==> src/core_pkg.sv <==
`default_nettype none

package core_pkg;

  localparam int XLEN       = 64;
  localparam int EXU_INFO_W = 15;

  typedef logic [XLEN-1:0]       word_t;
  typedef logic [31:0]           inst_t;
  typedef logic [4:0]            reg_idx_t;
  typedef logic [EXU_INFO_W-1:0] exu_info_t;

  // Group code in exu_info[2:0]
  localparam logic [2:0] EXU_GRP_ALU = 3'd0;
  localparam logic [2:0] EXU_GRP_BJP = 3'd1;
  localparam logic [2:0] EXU_GRP_SYS = 3'd2;

  // ALU operation flags
  localparam int EXU_INFO_ALU_ADD  = 3;
  localparam int EXU_INFO_ALU_SUB  = 4;
  localparam int EXU_INFO_ALU_SLL  = 5;
  localparam int EXU_INFO_ALU_SLT  = 6;
  localparam int EXU_INFO_ALU_SLTU = 7;
  localparam int EXU_INFO_ALU_XOR  = 8;
  localparam int EXU_INFO_ALU_SRL  = 9;
  localparam int EXU_INFO_ALU_SRA  = 10;
  localparam int EXU_INFO_ALU_OR   = 11;
  localparam int EXU_INFO_ALU_AND  = 12;
  localparam int EXU_INFO_ALU_LUI  = 13;

  // Branch and jump flags, same positions as the ALU ones
  localparam int EXU_INFO_BJP_JAL  = 3;
  localparam int EXU_INFO_BJP_JALR = 4;
  localparam int EXU_INFO_BJP_BEQ  = 5;
  localparam int EXU_INFO_BJP_BNE  = 6;
  localparam int EXU_INFO_BJP_BLT  = 7;
  localparam int EXU_INFO_BJP_BGE  = 8;
  localparam int EXU_INFO_BJP_BLTU = 9;
  localparam int EXU_INFO_BJP_BGEU = 10;

  localparam int EXU_INFO_SYS_EBREAK = 3;

  // Major opcodes
  localparam logic [6:0] OPC_OP     = 7'b0110011;
  localparam logic [6:0] OPC_OP_IMM = 7'b0010011;
  localparam logic [6:0] OPC_BRANCH = 7'b1100011;
  localparam logic [6:0] OPC_JAL    = 7'b1101111;
  localparam logic [6:0] OPC_JALR   = 7'b1100111;
  localparam logic [6:0] OPC_LUI    = 7'b0110111;
  localparam logic [6:0] OPC_AUIPC  = 7'b0010111;

  localparam inst_t EBREAK_INST = 32'h0010_0073;

  typedef struct packed {
    logic  valid;
    word_t pc;
    inst_t inst;
  } fetch_s;

  typedef struct packed {
    logic      rd_wr_en;
    reg_idx_t  rd_idx;
    word_t     op1;
    word_t     op2;
    word_t     op1_jp;
    word_t     op2_jp;
    exu_info_t exu_info;
    logic      invalid;
  } dec_s;

  typedef struct packed {
    logic     valid;
    word_t    pc;
    logic     rd_wr_en;
    reg_idx_t rd_idx;
    word_t    rd_data;
    word_t    next_pc;
    logic     halt;
    logic     invalid;
  } commit_s;

  typedef enum logic {
    RUN,
    HALTED
  } run_state_e;

endpackage

`default_nettype wire
==> src/core_wbu.sv <==
`timescale 1ns/1ps
`default_nettype none

module core_wbu (
  input  logic               clk_i,
  input  logic               rst_i,
  input  logic               exe_valid_i,
  input  core_pkg::word_t    pc_i,
  input  logic               rd_wr_en_i,
  input  core_pkg::reg_idx_t rd_idx_i,
  input  core_pkg::word_t    result_i,
  input  core_pkg::word_t    next_pc_i,
  input  logic               halt_req_i,
  input  logic               invalid_i,
  output logic               wr_en_o,
  output core_pkg::reg_idx_t wr_idx_o,
  output core_pkg::word_t    wr_data_o,
  output core_pkg::commit_s  commit_o
);

  assign wr_en_o   = exe_valid_i & rd_wr_en_i;
  assign wr_idx_o  = rd_idx_i;
  assign wr_data_o = result_i;

  always_ff @(posedge clk_i) begin
    if (rst_i) begin
      commit_o.valid <= 1'b0;
    end else begin
      commit_o.valid <= exe_valid_i;
      if (exe_valid_i) begin
        commit_o.pc       <= pc_i;
        commit_o.rd_wr_en <= rd_wr_en_i;
        commit_o.rd_idx   <= rd_idx_i;
        commit_o.rd_data  <= result_i;
        commit_o.next_pc  <= next_pc_i;
        // Halt cause, EBREAK or an invalid word
        commit_o.halt     <= halt_req_i & ~invalid_i;
        commit_o.invalid  <= halt_req_i & invalid_i;
      end
    end
  end

endmodule

`default_nettype wire

==> config.mk <==
export PLATFORM = sky130hd
export DESIGN_NAME = core_wbu
export DESIGN_NICKNAME = d
export VERILOG_FILES = /design/src/core_pkg.sv /design/src/core_wbu.sv
export SDC_FILE = /design/constraint.sdc
export NUM_CORES = 1
export LEC_CHECK = 0
export BUFFER_PORTS_ARGS = -buffer_cell sky130_fd_sc_hd__clkbuf_2
export CAP_MARGIN = 0
export CORE_AREA = 2 2 186 188
export DETAILED_ROUTE_END_ITERATION = 10
export DIE_AREA = 0 0 188 190
export HOLD_SLACK_MARGIN = 0.08
export SLEW_MARGIN = 20
export SYNTH_ARGS = -nofsm -noshare
export SYNTH_HDL_FRONTEND = slang
export SYNTH_SLANG_ARGS = --single-unit
==> constraint.sdc <==
create_clock -name clk_i -period 13.79 [get_ports clk_i]
set_clock_uncertainty 0.05 [all_clocks]
set_input_delay 2.0685 -clock clk_i [delete_from_list [all_inputs] [get_ports clk_i]]
set_output_delay 2.0685 -clock clk_i [all_outputs]
set_load 0.05 [all_outputs]
Word level (Yosys, flattened, before mapping)
Cells that the tools add are included.
- bits in registers: 201
- latch bits: 0
- bits in writable memories: 0
- memory bits (read-only): 0
- bits of input ports: 203
- output and inout port bits: 271
- logic and storage cells: 14
- memories: 0
- add/subtract/negate cells: 0
- $mul: 0
- divide/modulo/power cells: 0
- magnitude comparators: 0
- equality and inequality tests: 0
- shifts and indexed selects: 0
- mux-type cells: 0
- bitwise gates (word level): 5
- reductions and logical operators: 1
- operators by type and width (kind ; count):
    AND 1 bit ; 3
    inverter 1 bit ; 2
    AND reduction 2 bit ; 1

Longest topological paths before layout
- word-level depth: 2
- gate-level depth with buffers: 1
- mapped depth without buffers: 1

Least setup slack after synthesis
OpenSTA, ideal clock, no wires.
- path type: in2reg
- start: input rst_i
- end: register commit_o[0] in the netlist's numbering (enable)
- library setup time: 0.791 ns
- arrival: 10.921 ns
- data required time: 12.949 ns
- path slack: 2.029 ns
- cell stages on the path: 1
- buffers on the path: 0
- cells stage by stage: nor2b_1
- word-level cells in the longest chain between the ends: 2
- RTL lines (element ; RTL line ; text):
    start, declared ; core_wbu.sv:6 ; input logic rst_i,
    inverter 1 bit (no source line) ; -- ;
    AND reduction 2 bit (no source line) ; -- ;
    end, declared ; core_wbu.sv:18 ; output core_pkg::commit_s commit_o
No other way between the ends.
A chain may end at the register's enable or synchronous reset.

Final worst setup path
- start: input rd_wr_en_i
- end: output wr_en_o
- word-level cells in the longest chain between the ends: 1
- RTL lines (element ; RTL line ; text):
    start, declared ; core_wbu.sv:9 ; input logic rd_wr_en_i,
    AND 1 bit ; core_wbu.sv:21 ; assign wr_en_o = exe_valid_i & rd_wr_en_i;
    end, declared ; core_wbu.sv:15 ; output logic wr_en_o,
No other way between the ends.

==> flow_summary_export.csv <==
group,metric,value,unit
outcome,status,"complete, no violations",
route,post-route-drc-count,0,
power,power_leakage,4.225,nW
grt,grt_remaining_overflow,0,
grt,grt_pass1_vias,4132,
synthesis,yosys_register_bits,201,
power,powerDensity,161.9,nW/um^2
setup_path,cp.required,11.67,ns
floorplan,die_area,35720,sq um
timing,hold_viol,0,
synthesis,synth_cell_types,6,
finish,areaGrowthSynthToFinish,48.03,%
floorplan,die_w,188,um
route,num_vias,4053,
timing,maxClockFrequency,0.2118,GHz
setup_path,endpoint_kind,"output pin",
finish,regArea,6026,sq um
cts,cts_buffer_depth,3,
floorplan,die_height,190,um
finish,multi_input_area,41.29,sq um
grt,grt_max_degree,72,
placement,hpwl,14.49,mm
timing,setup_viol,0,
placement,routabilityCongestion,0.7724,
finish,drive_above_1_share,70.54,%
setup_path,path_max_fanout,2,
finish,antenna_cells,0,
cts,clockRootBuffer,"clkbuf_16",
route,antenna_left,0,
hold_path,hp-class,"input pin to register",
synthesis,netlist_area,6578,sq um
timing,tightestPinTransition,0.9212,ns
grt,grt_pass1_wl,25.04,mm
finish,final_common_cell,"clkbuf_2",
cts,cts_buffers,23,
route,wl_per_cell,15.39,um
timing,relSlewSlack,38.59,%
power,finalPower,1.577,mW
grt,antenna_found_initial,1,
finish,layout_common_cells,"473 x clkbuf_2, 200 x edfxtp_1, 23 x clkbuf_16, 6 x clkbuf_1",
route,viasPerCell,3.441,
finish,utilization,28.68,%
synthesis,synthesis.nets,478,
setup_path,worstSetupPathType,"input pin to output pin",
setup_path,cp-start-kind,"input pin",
finish,top_register,"commit_o",
timing,grt_setup_unrepaired,"no",
floorplan,start_util,19.38,%
placement,dp.cells,1137,
timing,holdWs,1.677,ns
timing,fin_crit_sh,34.23,%
synthesis,postSynthCellCount,275,
power,peakVddDrop,0.1058,mV
run,maxCapViolCount,0,
timing,maxSlewViolCount,0,
synthesis,ys_seq_area_share,91.61,%
floorplan,placementRows,68,
finish,nFillCells,3458,
setup_path,crit_arrival,2.60,ns
cts,htreeDepth,1,
floorplan,fp.coreArea,33950,sq um
cts,holdBufCountCts,0,
grt,track_usage,9.477,%
route,drt-initial-drc-count,104,
finish,stdcell_count,1178,
timing,min_period,4.720,ns
cts,clkTransAtPathRegs,0.06,ns
finish,layout.nets,910,
timing,final.setup.tns,0,ns
placement,port_buffers,473,
synthesis,yosysWarnings,0,
cts,cts_tree,"built",
finish,largestRegisters,"commit_o: 201 flops",
cts,postCtsSetupBuffers,0,
route,finalWirelength,18.13,mm
route,drtPass1Iterations,6,
cts,clkSinkCount,201,
finish,largest_register_ffs,201,
cts,post_cts_resized,0,
synthesis,avgSynthCellArea,23.92,sq um
floorplan,ios,474,
-- layout make-up --
class | instances | share of cell area (%)
multi-input cells | 5 | 0.4241
repair buffers | 476 | 24.54
flip-flops and latches | 201 | 61.89
well taps | 455 | 5.847
clock buffers | 32 | 6.566
clock inverters | 9 | 0.7325
-- cell families after synthesis --
family / share of synthesized area, %
flops: 91.61
buf+inv: 7.875
simple gates: 0.5136
-- routing by layer --
layer / share of wire (%) / global-route usage, % / vias to the layer above / wire length, um
met3: 11 / 4.409 / 26 / 2057
li1: - / - / 1841 / -
met5: 0.072 / 0 / - / 13
met2: 51 / 17.07 / 300 / 9306
met4: 2.3 / 2.423 / 2 / 423
met1: 35 / 9.964 / 1884 / 6333
-- critical path, stage by stage --
cell and delay [ns]:
clkbuf_2 0.10, and2_1 0.15, clkbuf_2 0.28
-- Yosys cell counts (all sizes together) --
cell type	instances	area (sq um)
dfxtp	1	20.02
buf	69	518.0
nor2b	3	21.27
and2	2	12.51
edfxtp	200	6006
-- where the power goes --
part | internal (mW) | total (mW) | leakage [nW] | switching [mW]
clock | 0.341 | 0.572 | 0.343 | 0.232
sequential | 0.719 | 0.731 | 1.88 | 0.0124
combinational | 0.0521 | 0.273 | 2.00 | 0.221
-- through the flow --
stage,setup slack [ns],cell area [sq um]
finish,9.070,9737
global route,9.037,9737
CTS,9.040,9737
detailed placement,9.040,9026
global placement,9.039,9026
floorplan,2.029,6578
-- worst paths after layout --
kind                          start                endpoint  depth (start not counted)
worst max-delay path     rd_wr_en_i                 wr_en_o                          3
worst min-delay path  next_pc_i[54]  commit_o[56]$_DFFE_PP_                          1
(Power assumes the default switching activity.)
