<file path="src/core_pkg.sv">
`default_nettype none

package core_pkg;

  localparam int XLEN       = 64;
  localparam int EXU_INFO_W = 15;

  typedef logic [XLEN-1:0]       word_t;
  typedef logic [31:0]           inst_t;
  typedef logic [4:0]            reg_idx_t;
  typedef logic [EXU_INFO_W-1:0] exu_info_t;

  // Group code in exu_info[2:0]
  localparam logic [2:0] EXU_GRP_ALU = 3'd0;
  localparam logic [2:0] EXU_GRP_BJP = 3'd1;
  localparam logic [2:0] EXU_GRP_SYS = 3'd2;

  // ALU operation flags
  localparam int EXU_INFO_ALU_ADD  = 3;
  localparam int EXU_INFO_ALU_SUB  = 4;
  localparam int EXU_INFO_ALU_SLL  = 5;
  localparam int EXU_INFO_ALU_SLT  = 6;
  localparam int EXU_INFO_ALU_SLTU = 7;
  localparam int EXU_INFO_ALU_XOR  = 8;
  localparam int EXU_INFO_ALU_SRL  = 9;
  localparam int EXU_INFO_ALU_SRA  = 10;
  localparam int EXU_INFO_ALU_OR   = 11;
  localparam int EXU_INFO_ALU_AND  = 12;
  localparam int EXU_INFO_ALU_LUI  = 13;

  // Branch and jump flags, same positions as the ALU ones
  localparam int EXU_INFO_BJP_JAL  = 3;
  localparam int EXU_INFO_BJP_JALR = 4;
  localparam int EXU_INFO_BJP_BEQ  = 5;
  localparam int EXU_INFO_BJP_BNE  = 6;
  localparam int EXU_INFO_BJP_BLT  = 7;
  localparam int EXU_INFO_BJP_BGE  = 8;
  localparam int EXU_INFO_BJP_BLTU = 9;
  localparam int EXU_INFO_BJP_BGEU = 10;

  localparam int EXU_INFO_SYS_EBREAK = 3;

  // Major opcodes
  localparam logic [6:0] OPC_OP     = 7'b0110011;
  localparam logic [6:0] OPC_OP_IMM = 7'b0010011;
  localparam logic [6:0] OPC_BRANCH = 7'b1100011;
  localparam logic [6:0] OPC_JAL    = 7'b1101111;
  localparam logic [6:0] OPC_JALR   = 7'b1100111;
  localparam logic [6:0] OPC_LUI    = 7'b0110111;
  localparam logic [6:0] OPC_AUIPC  = 7'b0010111;

  localparam inst_t EBREAK_INST = 32'h0010_0073;

  typedef struct packed {
    logic  valid;
    word_t pc;
    inst_t inst;
  } fetch_s;

  typedef struct packed {
    logic      rd_wr_en;
    reg_idx_t  rd_idx;
    word_t     op1;
    word_t     op2;
    word_t     op1_jp;
    word_t     op2_jp;
    exu_info_t exu_info;
    logic      invalid;
  } dec_s;

  typedef struct packed {
    logic     valid;
    word_t    pc;
    logic     rd_wr_en;
    reg_idx_t rd_idx;
    word_t    rd_data;
    word_t    next_pc;
    logic     halt;
    logic     invalid;
  } commit_s;

  typedef enum logic {
    RUN,
    HALTED
  } run_state_e;

endpackage

`default_nettype wire
</file>
<file path="src/core_ifu.sv">
`timescale 1ns/1ps
`default_nettype none

module core_ifu #(
  parameter core_pkg::word_t RESET_PC = '0
) (
  input  logic             clk_i,
  input  logic             rst_i,
  input  logic             inst_valid_i,
  input  core_pkg::inst_t  inst_i,
  input  logic             exe_valid_i,
  input  core_pkg::word_t  next_pc_i,
  input  logic             halt_req_i,
  output core_pkg::fetch_s fetch_o,
  output core_pkg::word_t  pc_o,
  output logic             halted_o
);

  core_pkg::run_state_e state_q;
  core_pkg::word_t      pc_q;
  logic                 halting;
  logic                 accept;

  assign halting  = exe_valid_i & halt_req_i;
  assign halted_o = (state_q == core_pkg::HALTED);

  // Resolved pc while an instruction executes, stored pc otherwise
  assign pc_o = exe_valid_i ? next_pc_i : pc_q;

  // Strobe next to a halting instruction is dropped
  assign accept = inst_valid_i & (state_q == core_pkg::RUN) & ~halting;

  always_ff @(posedge clk_i) begin
    if (rst_i) begin
      state_q       <= core_pkg::RUN;
      pc_q          <= RESET_PC;
      fetch_o.valid <= 1'b0;
    end else begin
      if (halting) begin
        state_q <= core_pkg::HALTED;
      end
      if (exe_valid_i) begin
        pc_q <= next_pc_i;
      end
      fetch_o.valid <= accept;
      // Payload only moves on an accepted strobe
      if (accept) begin
        fetch_o.pc   <= pc_o;
        fetch_o.inst <= inst_i;
      end
    end
  end

endmodule

`default_nettype wire

</file>
<file path="config.mk">
export PLATFORM = sky130hd
export DESIGN_NAME = core_ifu
export DESIGN_NICKNAME = d
export VERILOG_FILES = /design/src/core_pkg.sv /design/src/core_ifu.sv
export SDC_FILE = /design/constraint.sdc
export NUM_CORES = 1
export LEC_CHECK = 0
export ABC_AREA = 1
export BUFFER_PORTS_ARGS = -buffer_cell sky130_fd_sc_hd__clkbuf_2
export CAP_MARGIN = 20
export CORE_UTILIZATION = 30
export CTS_BUF_LIST = sky130_fd_sc_hd__clkbuf_8 sky130_fd_sc_hd__clkbuf_16
export DETAILED_ROUTE_END_ITERATION = 12
export GPL_TIMING_DRIVEN = 0
export PLACE_DENSITY = 0.6
export SYNTH_ARGS = -nofsm -noshare
export SYNTH_HDL_FRONTEND = slang
export SYNTH_SLANG_ARGS = --single-unit
</file>
<file path="constraint.sdc">
create_clock -name clk_i -period 16.1 [get_ports clk_i]
set_input_delay 0.805 -clock clk_i [delete_from_list [all_inputs] [get_ports clk_i]]
set_output_delay 0.805 -clock clk_i [all_outputs]
set_load 0.02 [all_outputs]
</file>
=== After elaboration in Yosys (flattened, before gate mapping) ===
Cells that the tools add are included.

* Bits in registers: 162
* Bits of input ports: 101
* Output and inout port bits: 162
* Logic and storage cells: 13

* Multiplexer cells: 1
* Bitwise operators: 6
* Reduce and logical (&&, ||, !) cells: 1

{| class="wikitable"
|+ Operators by type and width
! cell !! number
|-
| 2-to-1 mux 64 bit || 1
|-
| bitwise AND 1 bit || 3
|-
| NOT 1 bit || 3
|-
| AND reduction 2 bit || 1
|}

=== Depth between registers and ports, before layout ===
* Depth after elaboration: 4
* Gate-level depth with buffers: 5
* Depth with buffers taken out: 4

=== Least setup slack after synthesis ===
No wires, ideal clock.

* Path kind: input to register
* From: in exe_valid_i
* To: reg fetch_o[0] (netlist bit), enable pin
* Setup time: 0.552 ns
* Data arrival time: 5.115 ns
* Required time: 15.548 ns
* Slack: 10.432 ns
* Cell stages on the path: 4
* Buffers on the path: 1
* Cell sequence: buf_4 > nand2_1 > nand2_1 > nor2_1

* Word-level cells in the longest chain between the ends: 4

{| class="wikitable"
|+ RTL lines
! element !! line !! source
|-
| from (decl) || core_ifu.sv:11 || <nowiki>input logic exe_valid_i,</nowiki>
|-
| bitwise AND 1 bit || core_ifu.sv:24 || <nowiki>assign halting = exe_valid_i & halt_req_i;</nowiki>
|-
| NOT 1 bit || core_ifu.sv:31 || <nowiki>assign accept = inst_valid_i & (state_q == core_pkg::RUN) & ~halting;</nowiki>
|-
| bitwise AND 1 bit || core_ifu.sv:31 ||
|-
| AND reduction 2 bit (no line) || - ||
|-
| to (decl) || core_ifu.sv:14 || <nowiki>output core_pkg::fetch_s fetch_o,</nowiki>
|}

No other way between the ends.
A chain may end at the register's enable or synchronous reset.

=== Final worst setup path ===
* From: in exe_valid_i
* To: out pc_o[55]

* Word-level cells in the longest chain between the ends: 1

{| class="wikitable"
|+ RTL lines
! element !! line !! source
|-
| 2-to-1 mux 64 bit || - ||
|-
| to (decl) || core_ifu.sv:15 || <nowiki>output core_pkg::word_t pc_o,</nowiki>
|}

No other way between the ends.

==> metrics.txt <==
DP Wirelength=10.4 mm; post-synthesis sequential area ratio=69.5%; Cell variety after synth=11; top-area cell type share of the netlist area=47.6%; Num CTS Buffers=17; most frequent cells in the layout=261 x clkbuf_2, 195 x inv_1, 195 x nand2_1, 96 x edfxtp_1, 66 x dfxtp_1; post-route cell area=0.00839 mm^2; GRT Overall Usage=13.3%; routed len/inst=11.5 um; overall routed net length=13.8 mm; synthesized instance count=639; post-CTS sizing=0; CTS Sinks=162; pre-CTS setup slack=13.42 ns; Final WS setup=13.53 ns; routability congestion estimate=0.702; Hold Vio Cnt, Final=0; internal power=755 uW; first-pass GRT wire length=20.5 mm; largest fanout on the critical path=10; Starting Density=30.9%; Leak=0.00454 uW; total iterations of the first detailed-routing run=4; R2R setup slack=14.33 ns; M1 GR Usage=15.5%; Via density=3.78; IO Count=263; critical path arrival=1.76 ns; Cells after DPL=1168; worst ir drop on vdd=0.0655 mV; grt peak-use layer=met2; Mean Syn Cell Area=9.47 um^2; status=completed; critical path type=primary input to output port; skew final=0.00768 ns; # setup viols final=0; Yosys top cell by area=edfxtp_1; clock group share of total power=41.9%; Syn Nets=740; Critical Path RT=15.29 ns; Setup Fix Bufs, Post-CTS=0; layout cells sized above 1=33.4%; max-capacitance violation count=0; Logic pwr share=12.1%; vias in the first global route=4112; CTS max path bufs=2; switching portion of total power=26.0%; post-route antenna net violation count=0; DRC violation total after the first TritonRoute iteration=159; Finished Core Util=42.8%; H-Tree Depth=4; die area=0.0207 mm^2; minimum clock period=2.57 ns; most common cell after layout, fill and taps aside=clkbuf_2; Worst-Margin Slew=0.560 ns; DP Area=0.00776 mm^2; Post-Layout Cell Count=1200; initial antenna violation count=0; core area=0.0196 mm^2; Reg power frac=46.0%; Yosys Warn Count=0; met3 GRT Util=5.13%; Die W=144 um; Layout area overhead=38.6%; flop and latch count out of synthesis=162; Reg clk slew, reported paths=0.07 ns; GRT overflow=0; CP Capture Type=output port; GR Util met2=22.2%; num rows=51; total number of vias=4538; clock latency on the worst-skew pair=0.41 ns; CP startpoint kind=primary input; Hold Buf Count CTS=0; Synth area leaders=edfxtp_1 48%, dfxtp_1 22%, nand2_1 12%; Worst Hold Class=register to register; Clock Tree Root=clkbuf_16; period utilization=15.9%; RSZ-0062 raised after global routing=false; worst relative slew slack=62.6%; port buffer count=261; TNS Setup=0 ns; P per Cell Area=122 mW/mm^2; final-stage net count=1023; pin count of the biggest net entering global routing=34; Die H=144 um; CTS tree=built; Cell Area, Synth=0.00605 mm^2; fin. max-slew vios=0; Fmax achieved=389 MHz; Post-route DRC=0; Net Switching=266 uW; n_diodes=0
[synth_stat cells, drive strengths merged]
master  number
a21oi        1
buf         15
clkbuf       5
dfxtp       66
edfxtp      96
inv        195
nand2      195
nor2        66
[final timing paths]
kind               startpoint    endpoint  cells past startpoint
setup / recovery  exe_valid_i    pc_o[55]                      7
hold / removal       halted_o    halted_o                      2
setup reg to reg     halted_o  fetch_o[3]                      5
hold reg to reg      halted_o    halted_o                      2
[power groups by stage]
stage                     registers [uW]  clock network (uW)  logic [uW]
final                                469                 428         124
after global routing                 471                 459         138
after CTS                            469                 440         126
after detailed placement             478                   0         125
after global placement               480                   0         123
after floorplan                      492                   0        62.8
[stage by stage]
step | total power (uW) | hold WS (ns)
CTS | 1030 | 0.477
global placement | 603 | 0.461
finish | 1020 | 0.475
detailed placement | 604 | 0.466
global route | 1070 | 0.489
floorplan | 555 | 0.492
[critical path, stage by stage]
cell and delay [ns]:
clkbuf_2 0.10, inv_2 0.19, buf_2 0.29, nand2_1 0.08
nand2_1 0.09, inv_1 0.06, clkbuf_2 0.15
[flip-flops by register name (all words and copies together), names as in the netlist]
| register | flops |
|---|---|
| pc_q | 64 |
| fetch_o | 97 |
| halted_o | 1 |
[final cells by class]
type	count	area (um^2)
plain buffers	20	130
clock buffers	17	425
clock inverters	15	196
fillers	1981	11200
inverters	195	732
multi-input cells	262	992
flip-flops and latches	162	4200
well taps	265	332
repair buffers	264	1370
[kinds of logic after synthesis]
group | count (synthesis) | synth area share [%]
AO/OA/AOI/OAI | 1 | 0.0826
AND/OR/NAND/NOR | 261 | 16.2
buffers and inverters | 215 | 14.2
flip-flops | 162 | 69.5
[per-layer routing]
metal | share of wire [%] | vias up
met4 | 0.79 | 0
met3 | 8.5 | 7
met5 | 0 | -
met1 | 44 | 1958
met2 | 47 | 172
li1 | - | 2401
(Power assumes the default switching activity.)
