--- config.mk ---
export PLATFORM = sky130hd
export DESIGN_NAME = core_regfile
export DESIGN_NICKNAME = d
export VERILOG_FILES = /design/src/core_pkg.sv /design/src/core_regfile.sv
export SDC_FILE = /design/constraint.sdc
export NUM_CORES = 2
export LEC_CHECK = 0
export BUFFER_PORTS_ARGS = -buffer_cell sky130_fd_sc_hd__clkbuf_2
export CORE_ASPECT_RATIO = 0.75
export CORE_UTILIZATION = 43
export CTS_BUF_LIST = sky130_fd_sc_hd__clkbuf_16
export DETAILED_ROUTE_END_ITERATION = 10
export PLACE_DENSITY = 0.59
export RECOVER_POWER = 100
export SYNTH_ARGS = -nofsm -noshare
export SYNTH_HDL_FRONTEND = slang
export SYNTH_SLANG_ARGS = --single-unit
export TNS_END_PERCENT = 100
--- constraint.sdc ---
create_clock -name clk_i -period 7.3 [get_ports clk_i]
set_input_delay 0.73 -clock clk_i [delete_from_list [all_inputs] [get_ports clk_i]]
set_output_delay 0.73 -clock clk_i [all_outputs]
set_load 0.1 [all_outputs]
--- src/core_pkg.sv ---
`default_nettype none

package core_pkg;

  localparam int XLEN       = 64;
  localparam int EXU_INFO_W = 15;

  typedef logic [XLEN-1:0]       word_t;
  typedef logic [31:0]           inst_t;
  typedef logic [4:0]            reg_idx_t;
  typedef logic [EXU_INFO_W-1:0] exu_info_t;

  // Group code in exu_info[2:0]
  localparam logic [2:0] EXU_GRP_ALU = 3'd0;
  localparam logic [2:0] EXU_GRP_BJP = 3'd1;
  localparam logic [2:0] EXU_GRP_SYS = 3'd2;

  // ALU operation flags
  localparam int EXU_INFO_ALU_ADD  = 3;
  localparam int EXU_INFO_ALU_SUB  = 4;
  localparam int EXU_INFO_ALU_SLL  = 5;
  localparam int EXU_INFO_ALU_SLT  = 6;
  localparam int EXU_INFO_ALU_SLTU = 7;
  localparam int EXU_INFO_ALU_XOR  = 8;
  localparam int EXU_INFO_ALU_SRL  = 9;
  localparam int EXU_INFO_ALU_SRA  = 10;
  localparam int EXU_INFO_ALU_OR   = 11;
  localparam int EXU_INFO_ALU_AND  = 12;
  localparam int EXU_INFO_ALU_LUI  = 13;

  // Branch and jump flags, same positions as the ALU ones
  localparam int EXU_INFO_BJP_JAL  = 3;
  localparam int EXU_INFO_BJP_JALR = 4;
  localparam int EXU_INFO_BJP_BEQ  = 5;
  localparam int EXU_INFO_BJP_BNE  = 6;
  localparam int EXU_INFO_BJP_BLT  = 7;
  localparam int EXU_INFO_BJP_BGE  = 8;
  localparam int EXU_INFO_BJP_BLTU = 9;
  localparam int EXU_INFO_BJP_BGEU = 10;

  localparam int EXU_INFO_SYS_EBREAK = 3;

  // Major opcodes
  localparam logic [6:0] OPC_OP     = 7'b0110011;
  localparam logic [6:0] OPC_OP_IMM = 7'b0010011;
  localparam logic [6:0] OPC_BRANCH = 7'b1100011;
  localparam logic [6:0] OPC_JAL    = 7'b1101111;
  localparam logic [6:0] OPC_JALR   = 7'b1100111;
  localparam logic [6:0] OPC_LUI    = 7'b0110111;
  localparam logic [6:0] OPC_AUIPC  = 7'b0010111;

  localparam inst_t EBREAK_INST = 32'h0010_0073;

  typedef struct packed {
    logic  valid;
    word_t pc;
    inst_t inst;
  } fetch_s;

  typedef struct packed {
    logic      rd_wr_en;
    reg_idx_t  rd_idx;
    word_t     op1;
    word_t     op2;
    word_t     op1_jp;
    word_t     op2_jp;
    exu_info_t exu_info;
    logic      invalid;
  } dec_s;

  typedef struct packed {
    logic     valid;
    word_t    pc;
    logic     rd_wr_en;
    reg_idx_t rd_idx;
    word_t    rd_data;
    word_t    next_pc;
    logic     halt;
    logic     invalid;
  } commit_s;

  typedef enum logic {
    RUN,
    HALTED
  } run_state_e;

endpackage

`default_nettype wire
--- src/core_regfile.sv ---
`timescale 1ns/1ps
`default_nettype none

module core_regfile (
  input  logic               clk_i,
  input  logic               rst_i,
  input  core_pkg::reg_idx_t rs1_idx_i,
  input  core_pkg::reg_idx_t rs2_idx_i,
  input  logic               rs1_read_en_i,
  input  logic               rs2_read_en_i,
  input  logic               wr_en_i,
  input  core_pkg::reg_idx_t wr_idx_i,
  input  core_pkg::word_t    wr_data_i,
  output core_pkg::word_t    rs1_data_o,
  output core_pkg::word_t    rs2_data_o
);

  // x0 has no storage
  core_pkg::word_t regs_q [1:31];

  assign rs1_data_o = (rs1_read_en_i && rs1_idx_i != '0) ? regs_q[rs1_idx_i] : '0;
  assign rs2_data_o = (rs2_read_en_i && rs2_idx_i != '0) ? regs_q[rs2_idx_i] : '0;

  always_ff @(posedge clk_i) begin
    if (rst_i) begin
      for (int i = 1; i < 32; i++) begin
        regs_q[i] <= '0;
      end
    end else if (wr_en_i && wr_idx_i != '0) begin
      regs_q[wr_idx_i] <= wr_data_i;
    end
  end

endmodule

`default_nettype wire

# --- Yosys cells after proc, flatten, opt, wreduce, memory -nomap -nowiden ---
# Memory sizes are Yosys's and may differ from the RTL's.
# Cells that the tools add are included.
classes:
  mux: 10
  n_reduce_logical: 7
op_table:
  columns: ["op", "n"]
  rows:
  - ["64-bit two-way mux", 3]
  - ["64-bit OR reduction", 1]
  - ["5-bit nonzero test", 3]
  - ["1-bit two-way mux", 6]
  - ["5-bit two-way mux", 1]
  - ["1-bit logical AND", 3]
word_totals:
  reg_bits: 0
  ram_bits: 1984
  input_bits: 84
  output_inout_bits: 128
  wordCells: 18
  n_memories: 1
mem_list:
  columns: ["name", "depth", "width", "read_ports", "rd_ports_with_merged_regs", "wr", "line", "rtl"]
  rows:
  - ["regs_q", 31, 64, 2, 0, 31, "core_regfile.sv:19", "core_pkg::word_t regs_q [1:31];"]

# --- Longest topological paths before layout ---
depth:
  ltp_word: 7
  depth_mapped: 10

# --- Least setup slack after synthesis ---
# No wires, ideal clock.
synth_timing:
  kind: "in2out"
  start: "in rs2_idx_i[0]"
  end: "out rs2_data_o[36]"
  arrival_ns: 4.765
  path_slack_ns: 1.805
  stages: 10
  n_path_buf: 6
  path_cell_list: "buf_4 buf_6 buf_6 buf_6 buf_6 buf_6 mux2i_1 o22ai_1 nor3_1 nor4_1"
synth_via:
  elab_chain_len: 3
synth_lines:
  columns: ["item", "line", "rtl"]
  rows:
  - ["from (decl)", "core_regfile.sv:8", "input core_pkg::reg_idx_t rs2_idx_i,"]
  - ["parallel branches: the longest is 2 deep, another holds memory read 31 x 64 bit", null, null]
  - ["64-bit two-way mux *", "core_regfile.sv:22", "assign rs2_data_o = (rs2_read_en_i && rs2_idx_i != '0) ? regs_q[rs2_idx_i] : '0;"]
  - ["to (decl)", "core_regfile.sv:15", "output core_pkg::word_t rs2_data_o"]
# Mark *: on every way between the ends.

==> flow_summary.json <==
{
  "fp-row-count": 159,
  "grt_overflow": 0,
  "finalHoldViolations": 0,
  "worstPathCellList": "clkbuf_1, nand2b_1, nor2_1, nand2_1, nor2_4, clkbuf_1, or2_4, clkbuf_2",
  "wl_per_cell_um": 40.1,
  "synth-main-ff-cell": "edfxtp_1",
  "largestRegisters": "regs_q: 2048 flops",
  "synth-simple-area-share_pct": 12.6,
  "pwr_density_cell_mw_per_mm2": 242,
  "hold_buffers": 0,
  "dieWidth_um": 582,
  "wirelength_um": 422000,
  "timing.max_cap.violations": 97,
  "synth_fa_ha_area_share_pct": 0,
  "drtIter0Drc": 13200,
  "vias": 71100,
  "cts-root-buf": "clkbuf_16",
  "final_cells": 10500,
  "dieArea_mm2": 0.255,
  "internal-power_mw": 21.0,
  "pwr-share-seq_pct": 48.3,
  "viasPerCell": 6.76,
  "arrival_ns": 7.21,
  "nets": 7087,
  "slew_violations": 3017,
  "crit_buf_inv": 3,
  "dr.pass1.iters": 6,
  "p_switching_mw": 7.86,
  "synth_top_family_by_area": "multiplexers",
  "synth_edf_count": 2048,
  "path_max_fanout": 37,
  "synth_xor_area_share_pct": 0,
  "combPwrFrac_pct": 13.5,
  "synth_top_area_cell": "edfxtp_1",
  "synth_area_mm2": 0.109,
  "grt_max_degree": 113,
  "period_share_pct": 92.2,
  "setup.worst_path.class": "primary input to flip-flop",
  "track_usage_pct": 32.6,
  "hp-class": "primary input to flip-flop",
  "h-tree-depth": 4,
  "async_reset_ff_share_pct": 0,
  "multi_input_area_mm2": 0.0439,
  "synth_commonest_cells": "2048 x edfxtp_1, 2033 x and2_1, 864 x mux4_2",
  "rsz0062_at_grt": "no",
  "core_area_mm2": 0.251,
  "crit_top_cell": "clkbuf_1",
  "setup_viol": 0,
  "tritoncts": "built",
  "status": "finished with violations",
  "yosysSeqAreaShare_pct": 56.6,
  "hold_slack_ns": 0.613,
  "yosys_warnings": 0,
  "clk_path_buf_depth": 4,
  "ys_types": 46,
  "register_area_mm2": 0.0615,
  "start_util_pct": 43.3,
  "drcViolationCount": 0,
  "timing.slew.headroom_pct": -286,
  "synth_mux_area_share_pct": 23.0,
  "swShare_pct": 27.3,
  "largest_reg_flops": 2048,
  "syn_avg_cell_area_um2": 15.3,
  "largest_register": "regs_q",
  "clk_pin_slew_ns": 0.06,
  "dp_cells": 10100,
  "pwr-share-clk_pct": 38.2,
  "p_leak_nw": 40.2,
  "ctsResizeCount": 0,
  "post-cts-setup-buffers": 0,
  "cp-start-kind": "primary input",
  "synth_top_area_share_pct": 56.6,
  "synth_cells": 7109,
  "grt_pass1_wl_um": 573000,
  "area_delta_synth_final_pct": 9.51,
  "cts_inserted_buffers": 220,
  "ant_nets": 0,
  "drive_gt1_share_pct": 19.9,
  "gp_congestion": 0.835,
  "cts.sinks": 2048,
  "synth_compound_area_share_pct": 4.30,
  "yosys.cell_count.top_type": "edfxtp_1",
  "synth-seq-cells": 2048,
  "hpwl_um": 224000,
  "violations": "max-capacitance violations, max-slew violations",
  "fill_cells": 21400,
  "fin_crit_ns": 6.73,
  "ir_worst_vdd_mv": 0.202,
  "port_buffers": 211,
  "tightestPinTransition_ns": 5.80,
  "dieHeight_um": 437,
  "ios": 212,
  "cpMaxStageDelayCell": "clkbuf_1",
  "required_ns": 7.79,
  "cpPeakStageDelay_ns": 2.58,
  "cp_top_family": "buffers and inverters",
  "synth.area.top_cells": "edfxtp_1 57%, mux4_2 18%, and2_1 12%",
  "max_freq_ghz": 0.149,
  "grt_pass1_vias": 68700,
  "finalSetupTns_ns": 0,
  "end_kind": "flip-flop",
  "antenna_found_initial": 73
}
cells by family (layout without fill, tap and decap cells):
kind of cell           Yosys count  in the layout
muxes                         1415           1415
AOI/OAI and AO/OA              627            627
buffers and inverters          794            796
DFF                           2048           2048
other                            1             99
and+or+nand+nor               2224           2224
routing by layer:
layer | vias to the layer above | track usage, % | share of wire, % | wire [µm]
li1 | 27200 | - | - | -
met1 | 37100 | 47.2 | 38 | 161000
met5 | - | 0 | 0.024 | 103
met4 | 16 | 10.6 | 3.7 | 15700
met2 | 5799 | 48.3 | 44 | 184000
met3 | 933 | 8.10 | 14 | 60500
path summary, 6_finish.rpt:
kind / start / end / slack [ns] / cells past startpoint
max: rst_i / regs_q[2][10]$_SDFFCE_PN0P_ / 0.57 / 8
min: wr_data_i[14] / regs_q[0][14]$_DFFE_PP_ / 0.61 / 1
cells in the final DEF, fill, tap and decap left out, types with 31 or more instances in the layout:
master     synthesis  routed
diode_2            0      35
clkbuf_1         530     210
a22oi_1           73      73
buf_4             62      77
clkbuf_16          0     222
inv_1              0      51
clkinv_2           0      45
edfxtp_1        2048    2048
a22o_1            63      63
mux4_2           864     864
and2_1          2033    1312
nand2_1           32      31
buf_12             0      35
a21oi_1           80      80
o221ai_1         112     112
clkinv_1           0      46
o22a_1            41      41
and2_0             0     720
conb_1             1      64
mux2i_1          529     529
a211oi_1         115     115
clkbuf_2           0      74
o22ai_1           84      84
power groups by stage:
| stage | Combinational, mW | Sequential, mW | Clock, mW |
|---|---|---|---|
| 2_1_floorplan | 2.61 | 14.0 | 0 |
| 4_1_cts | 3.87 | 13.9 | 11.0 |
| 5_1_grt | 3.98 | 14.0 | 11.5 |
| 3_3_place_gp | 3.84 | 14.1 | 0 |
| 3_5_place_dp | 3.86 | 14.1 | 0 |
| 6_report | 3.89 | 13.9 | 11.0 |
through the flow:
step | utilization (%) | power, mW | instance area [µm²] | worst slack (ns)
floorplan | - | 16.6 | 109000 | 1.81
global placement | 45.0 | 17.9 | 113000 | 1.59
detailed placement | 45.0 | 18.0 | 113000 | 1.68
CTS | 47.7 | 28.8 | 120000 | 1.66
global route | 47.4 | 29.4 | 119000 | 0.741
finish | 47.4 | 28.8 | 119000 | 0.572
layout make-up:
cell class	instances	area share (%)
well taps	3300	3.47
multi-input cells	4330	36.9
diodes	35	0.0737
clock buffers	222	4.67
clock inverters	171	1.04
flip-flops and latches	2048	51.7
repair buffers	403	2.13
Note: power is estimated with default switching activity, not from simulation.
