<file path="src/core_pkg.sv">
`default_nettype none

package core_pkg;

  localparam int XLEN       = 64;
  localparam int EXU_INFO_W = 15;

  typedef logic [XLEN-1:0]       word_t;
  typedef logic [31:0]           inst_t;
  typedef logic [4:0]            reg_idx_t;
  typedef logic [EXU_INFO_W-1:0] exu_info_t;

  // Group code in exu_info[2:0]
  localparam logic [2:0] EXU_GRP_ALU = 3'd0;
  localparam logic [2:0] EXU_GRP_BJP = 3'd1;
  localparam logic [2:0] EXU_GRP_SYS = 3'd2;

  // ALU operation flags
  localparam int EXU_INFO_ALU_ADD  = 3;
  localparam int EXU_INFO_ALU_SUB  = 4;
  localparam int EXU_INFO_ALU_SLL  = 5;
  localparam int EXU_INFO_ALU_SLT  = 6;
  localparam int EXU_INFO_ALU_SLTU = 7;
  localparam int EXU_INFO_ALU_XOR  = 8;
  localparam int EXU_INFO_ALU_SRL  = 9;
  localparam int EXU_INFO_ALU_SRA  = 10;
  localparam int EXU_INFO_ALU_OR   = 11;
  localparam int EXU_INFO_ALU_AND  = 12;
  localparam int EXU_INFO_ALU_LUI  = 13;

  // Branch and jump flags, same positions as the ALU ones
  localparam int EXU_INFO_BJP_JAL  = 3;
  localparam int EXU_INFO_BJP_JALR = 4;
  localparam int EXU_INFO_BJP_BEQ  = 5;
  localparam int EXU_INFO_BJP_BNE  = 6;
  localparam int EXU_INFO_BJP_BLT  = 7;
  localparam int EXU_INFO_BJP_BGE  = 8;
  localparam int EXU_INFO_BJP_BLTU = 9;
  localparam int EXU_INFO_BJP_BGEU = 10;

  localparam int EXU_INFO_SYS_EBREAK = 3;

  // Major opcodes
  localparam logic [6:0] OPC_OP     = 7'b0110011;
  localparam logic [6:0] OPC_OP_IMM = 7'b0010011;
  localparam logic [6:0] OPC_BRANCH = 7'b1100011;
  localparam logic [6:0] OPC_JAL    = 7'b1101111;
  localparam logic [6:0] OPC_JALR   = 7'b1100111;
  localparam logic [6:0] OPC_LUI    = 7'b0110111;
  localparam logic [6:0] OPC_AUIPC  = 7'b0010111;

  localparam inst_t EBREAK_INST = 32'h0010_0073;

  typedef struct packed {
    logic  valid;
    word_t pc;
    inst_t inst;
  } fetch_s;

  typedef struct packed {
    logic      rd_wr_en;
    reg_idx_t  rd_idx;
    word_t     op1;
    word_t     op2;
    word_t     op1_jp;
    word_t     op2_jp;
    exu_info_t exu_info;
    logic      invalid;
  } dec_s;

  typedef struct packed {
    logic     valid;
    word_t    pc;
    logic     rd_wr_en;
    reg_idx_t rd_idx;
    word_t    rd_data;
    word_t    next_pc;
    logic     halt;
    logic     invalid;
  } commit_s;

  typedef enum logic {
    RUN,
    HALTED
  } run_state_e;

endpackage

`default_nettype wire
</file>
<file path="src/core_exu.sv">
`timescale 1ns/1ps
`default_nettype none

module core_exu (
  input  core_pkg::fetch_s   fetch_i,
  input  core_pkg::dec_s     dec_i,
  output logic               exe_valid_o,
  output core_pkg::word_t    result_o,
  output core_pkg::word_t    next_pc_o,
  output logic               halt_req_o,
  output logic               rd_wr_en_o,
  output core_pkg::reg_idx_t rd_idx_o
);

  core_pkg::exu_info_t info;
  core_pkg::word_t     op1, op2, sum, alu_res, target;
  logic [5:0]          shamt;
  logic                is_alu, is_bjp, is_sys;
  logic                eq, lt, ltu, taken, jump;

  assign info   = dec_i.exu_info;
  assign op1    = dec_i.op1;
  assign op2    = dec_i.op2;
  assign shamt  = op2[5:0];
  assign is_alu = (info[2:0] == core_pkg::EXU_GRP_ALU);
  assign is_bjp = (info[2:0] == core_pkg::EXU_GRP_BJP);
  assign is_sys = (info[2:0] == core_pkg::EXU_GRP_SYS);

  // Shared by ADD, AUIPC and the link address
  assign sum = op1 + op2;
  assign eq  = (op1 == op2);
  assign lt  = ($signed(op1) < $signed(op2));
  assign ltu = (op1 < op2);

  always_comb begin
    case (1'b1)
      info[core_pkg::EXU_INFO_ALU_ADD]:  alu_res = sum;
      info[core_pkg::EXU_INFO_ALU_SUB]:  alu_res = op1 - op2;
      info[core_pkg::EXU_INFO_ALU_SLL]:  alu_res = op1 << shamt;
      info[core_pkg::EXU_INFO_ALU_SLT]:  alu_res = {63'd0, lt};
      info[core_pkg::EXU_INFO_ALU_SLTU]: alu_res = {63'd0, ltu};
      info[core_pkg::EXU_INFO_ALU_XOR]:  alu_res = op1 ^ op2;
      info[core_pkg::EXU_INFO_ALU_SRL]:  alu_res = op1 >> shamt;
      info[core_pkg::EXU_INFO_ALU_SRA]:  alu_res = $signed(op1) >>> shamt;
      info[core_pkg::EXU_INFO_ALU_OR]:   alu_res = op1 | op2;
      info[core_pkg::EXU_INFO_ALU_AND]:  alu_res = op1 & op2;
      info[core_pkg::EXU_INFO_ALU_LUI]:  alu_res = op2;
      default:                           alu_res = '0;
    endcase
  end

  // Branch resolution
  assign taken = (info[core_pkg::EXU_INFO_BJP_BEQ]  &  eq)  |
                 (info[core_pkg::EXU_INFO_BJP_BNE]  & ~eq)  |
                 (info[core_pkg::EXU_INFO_BJP_BLT]  &  lt)  |
                 (info[core_pkg::EXU_INFO_BJP_BGE]  & ~lt)  |
                 (info[core_pkg::EXU_INFO_BJP_BLTU] &  ltu) |
                 (info[core_pkg::EXU_INFO_BJP_BGEU] & ~ltu);
  assign jump  = info[core_pkg::EXU_INFO_BJP_JAL] | info[core_pkg::EXU_INFO_BJP_JALR];

  always_comb begin
    target = dec_i.op1_jp + dec_i.op2_jp;
    // JALR clears the low bit of the target
    if (info[core_pkg::EXU_INFO_BJP_JALR]) begin
      target[0] = 1'b0;
    end
  end

  assign next_pc_o = (is_bjp & (taken | jump)) ? target : fetch_i.pc + 64'd4;

  assign result_o = ({core_pkg::XLEN{is_alu}} & alu_res) |
                    ({core_pkg::XLEN{is_bjp}} & sum);

  assign halt_req_o  = dec_i.invalid | (is_sys & info[core_pkg::EXU_INFO_SYS_EBREAK]);
  assign exe_valid_o = fetch_i.valid;
  assign rd_wr_en_o  = dec_i.rd_wr_en & ~halt_req_o;
  assign rd_idx_o    = dec_i.rd_idx;

endmodule

`default_nettype wire

</file>
<file path="config.mk">
export PLATFORM = sky130hd
export DESIGN_NAME = core_exu
export DESIGN_NICKNAME = d
export VERILOG_FILES = /design/src/core_pkg.sv /design/src/core_exu.sv
export SDC_FILE = /design/constraint.sdc
export NUM_CORES = 2
export LEC_CHECK = 0
export ABC_AREA = 0
export BUFFER_PORTS_ARGS = -buffer_cell sky130_fd_sc_hd__clkbuf_2
export CORE_UTILIZATION = 50
export DETAILED_ROUTE_END_ITERATION = 12
export PLACE_DENSITY = 0.72
export SYNTH_ARGS = -nofsm -noshare
export SYNTH_HDL_FRONTEND = slang
export SYNTH_SLANG_ARGS = --single-unit
</file>
<file path="constraint.sdc">
create_clock -name vclk -period 5.5
set_input_delay 0.275 -clock vclk [all_inputs]
set_output_delay 0.275 -clock vclk [all_outputs]
set_load 0.1 [all_outputs]
</file>
# Yosys cells after proc, flatten, opt, wreduce, memory -nomap -nowiden
# Index checks and enable logic that the tools add are counted.
# op_classes
add_sub_neg	4
magnitude_cmp	2
eq_ne	3
n_shift	3
muxes	13
bitwise	27
n_reduce_logical	1
# op_table
operator	count
64-bit 2-to-1 mux	12
64-bit bitwise AND	3
64-bit adder	2
64-bit < comparator	2
64-bit bitwise OR	2
64-bit by 3-bit adder with 64-bit output, second input constant	1
64-bit equality test	1
64-bit by 6-bit left shift with 64-bit output	1
64-bit by 6-bit right shift with 64-bit output	1
64-bit by 6-bit >>> shifter with 64-bit output	1
64-bit subtractor	1
64-bit XOR	1
1-bit bitwise AND	9
1-bit bitwise OR	8
1-bit NOT	4
3-bit by 1-bit equality test with 1-bit output, second input constant	1
3-bit by 2-bit equality test with 1-bit output, second input constant	1
3-bit zero test	1
1-bit 2-to-1 mux	1
# totals
regBits	0
in_bits	375
out_inout_bits	136
elab_cells	53

# Logic depth before layout (Yosys ltp)
# logic_depth
depth_word	13
mapped_depth	23
depth_no_buf	15

# Worst setup path after synthesis
# OpenSTA, ideal clock, no wires.
# synth_timing
kind	input-to-output
startpoint	input port dec_i[147] (netlist bit)
endpoint	output port next_pc_o[60]
arrival_time_ns	6.394
required_ns	5.225
slack_ns	-1.169
path_stages	21
path_buffers	9
path_cell_list	clkbuf_1 -> inv_1 -> buf_2 -> buf_2 -> buf_2 -> clkbuf_1 -> clkbuf_1 -> ha_1 -> buf_2 -> inv_1 -> o221ai_2 -> a211oi_1 -> a211oi_2 -> o211ai_2 -> a221oi_2 -> nand3_1 -> mux2i_1 -> a31o_1 -> buf_4 -> buf_6 -> o31ai_1
# synth_between
elab_chain_cells	11
# synth_rtl
element	line	source
from (decl)	core_exu.sv:6	input core_pkg::dec_s dec_i,
parallel branches: the longest is 7 deep, another holds 64-bit < comparator	-	
1-bit bitwise OR (*)	core_exu.sv:57	(info[core_pkg::EXU_INFO_BJP_BLTU] & ltu) |
1-bit bitwise OR (*)	core_exu.sv:69	assign next_pc_o = (is_bjp & (taken | jump)) ? target : fetch_i.pc + 64'd4;
1-bit bitwise AND (*)	core_exu.sv:69	
64-bit 2-to-1 mux (*)	core_exu.sv:69	
to (decl)	core_exu.sv:9	output core_pkg::word_t next_pc_o,
# Mark *: on every way between the ends.

# Worst setup path in the final report
# layout_timing
startpoint	input port dec_i[145] (netlist bit)
endpoint	output port result_o[63]
# layout_between
elab_chain_cells	11
# layout_rtl
element	line	source
64-bit by 6-bit >>> shifter with 64-bit output	core_exu.sv:44	info[core_pkg::EXU_INFO_ALU_SRA]: alu_res = $signed(op1) >>> shamt;
64-bit 2-to-1 mux (8 in series)	core_exu.sv:36	case (1'b1)
64-bit bitwise AND	core_exu.sv:71	assign result_o = ({core_pkg::XLEN{is_alu}} & alu_res) |
64-bit bitwise OR (*)	core_exu.sv:71	
to (decl)	core_exu.sv:8	output core_pkg::word_t result_o,
# Every way passes the cells marked *; elsewhere a longest branch is shown, timed or not.

==> results.yml <==
outcome:
  status: "completed"
logic_synthesis:
  ys_seq_area_frac: 0
  synthCells: 3942
  synth_area_leaders: "ha_1 12%, mux4_2 11%, a21oi_1 8.4%"
  yosysWarnings: 0
  synth.avg_cell_area_um2: 6.88
  synth_nets: 4577
  yosysTopAreaCell: "ha_1"
  syn_area_mm2: 0.0271
  synth_top_area_share: 0.118
  netlist_top_cells_count: "465 x nor2_1, 457 x a21oi_1, 329 x nand2_1"
  post-synth-top-count-cell: "nor2_1"
  ys_types: 100
min_path:
  hp-start: "dec_i[272]"
  hold_depth: 0
  hold_end: "rd_idx_o[0]"
  hold_path.class: "in -> out"
cells_and_area:
  final_cells: 4947
  nNetsFinal: 4880
  nFlopsAndLatches: 0
  clock_buffers: 0
  area_growth_pct: 17.5
  seq_area_um2: 0
  fin_area_mm2: 0.0319
  fill_cells: 5026
  drive_gt1_frac: 0.214
die:
  core_area_mm2: 0.0537
  die_area_mm2: 0.0552
  die_x_um: 235
  pin_count: 511
  rows: 85
  die_h_um: 235
  initial_core_util: 0.505
detailed_routing:
  viasPerCell: 7.36
  vias: 36400
  finalWirelength_um: 158000
  post_drt_wl_per_cell_um: 31.9
  dr.pass1.iters: 7
  drc: 0
  drtIter0Drc: 6238
  ant_nets: 0
critical_path:
  end_kind: "output port"
  critPathTopFamily: "compound AO/OA/AOI/OAI gates"
  critPathSlowestCell: "o21ai_0"
  cp.arrival_ns: 5.13
  worstPathMaxFanout: 11
  worstPathBufferInverterCount: 5
  crit_path_cell_trace: "buf_6, inv_1, buf_4, ha_1, a21oi_1, o221ai_1, buf_4, a221oi_2, a21oi_1, o21ai_0, nand2_1, a31oi_1, nor2b_1, o21ai_0, a31oi_1, nor3_2, buf_12"
  critPathKind: "in -> out"
  required_ns: 5.22
  start_kind: "input port"
  slowest_delay_ns: 0.65
placement:
  gp_congestion: 1.15
  io_buffers: 466
  hpwl_um: 127000
  placedCellCount: 4939
  placed_area_mm2: 0.0319
timing:
  fin_crit_ns: 5.40
  whs_ns: 0.550
  post-route-period-util: 0.982
  slew_headroom: 0.195
  finalSetupViolations: 0
  tightest_slew_ns: 1.20
  hold_viol: 0
  slew_viol_final: 0
  max_freq_mhz: 185
  rsz0062_at_grt: "no"
clocking:
  cts_hold_buf: 0
  cts.repair.resized: 0
  cts_setup_buffers: 0
global_routing:
  antenna_found_initial: 14
  grt_usage: 0.543
  grt_pass1_wl_um: 225000
  grt_pass1_vias: 32500
  grt_max_degree: 134
  grt_overflow: 0
run:
  maxCapViolations: 0
==> per-layer routing <==
metal,share of wire,global-route usage,vias up
met1,0.36,0.676,16900
met4,0.10,0.426,8
met5,0.00028,0,-
met3,0.14,0.172,788
met2,0.39,0.772,3297
li1,-,-,15400
==> kinds of logic (layout without fill, tap and decap cells) <==
logic type                 count (synthesis)  after routing  share of synthesized area
other                                      0              8                          0
and+or+nand+nor                         1183           1183                      0.196
muxes                                    268            268                      0.173
xor gates and xnor gates                 200            200                     0.0645
buffers and inverters                    561            862                     0.0967
AOI/OAI and AO/OA                       1470           1470                      0.350
adders and majority gates                260            260                      0.121
==> placed cells by master, fill, tap and decap left out, types with 27 or more instances in the layout <==
master    count
nand3_1      73
nor4_1       27
xnor2_1     154
nand2_1     329
xor2_1       46
o21ai_2      41
o21ai_1      28
a211oi_1     84
o21ai_0     229
o22ai_1      63
a221oi_1     85
mux4_2      130
and3_1       29
o31ai_1      38
nor2_1      464
clkbuf_2    341
a21oi_1     448
inv_1       232
a21o_1       91
buf_4       158
buf_12      118
ha_1        257
nor3_1       81
mux2_2       34
mux2i_1      79
nand4_1      52
o21bai_1     48
a31oi_1      34
==> layout make-up <==
cell class | count | area, µm² | area share
Tap cell | 696 | 871 | 0.0273
Timing Repair Buffer | 620 | 5280 | 0.166
Antenna cell | 8 | 20.0 | 0.000628
Inverter | 242 | 913 | 0.0286
Multi-Input combinational cell | 3381 | 24800 | 0.778
==> worst max path at each step <==
stage                     slack [ns]        from            end  depth (start not counted)
after floorplan                -0.36  dec_i[147]  next_pc_o[29]                         22
after global placement          0.60  dec_i[144]  next_pc_o[42]                         18
after detailed placement        0.52  dec_i[215]  next_pc_o[42]                         17
after CTS                       0.52  dec_i[215]  next_pc_o[42]                         17
after global routing            0.16  dec_i[145]   result_o[63]                         17
final                            0.1  dec_i[145]   result_o[63]                         17
==> per-stage QoR <==
stage           util  setup TNS (ns)  setup WS (ns)
2_1_floorplan      -           -4.33         -0.363
3_3_place_gp   0.594               0          0.597
3_5_place_dp   0.594               0          0.521
4_1_cts        0.594               0          0.517
5_1_grt        0.594               0          0.164
6_report       0.594               0         0.0980
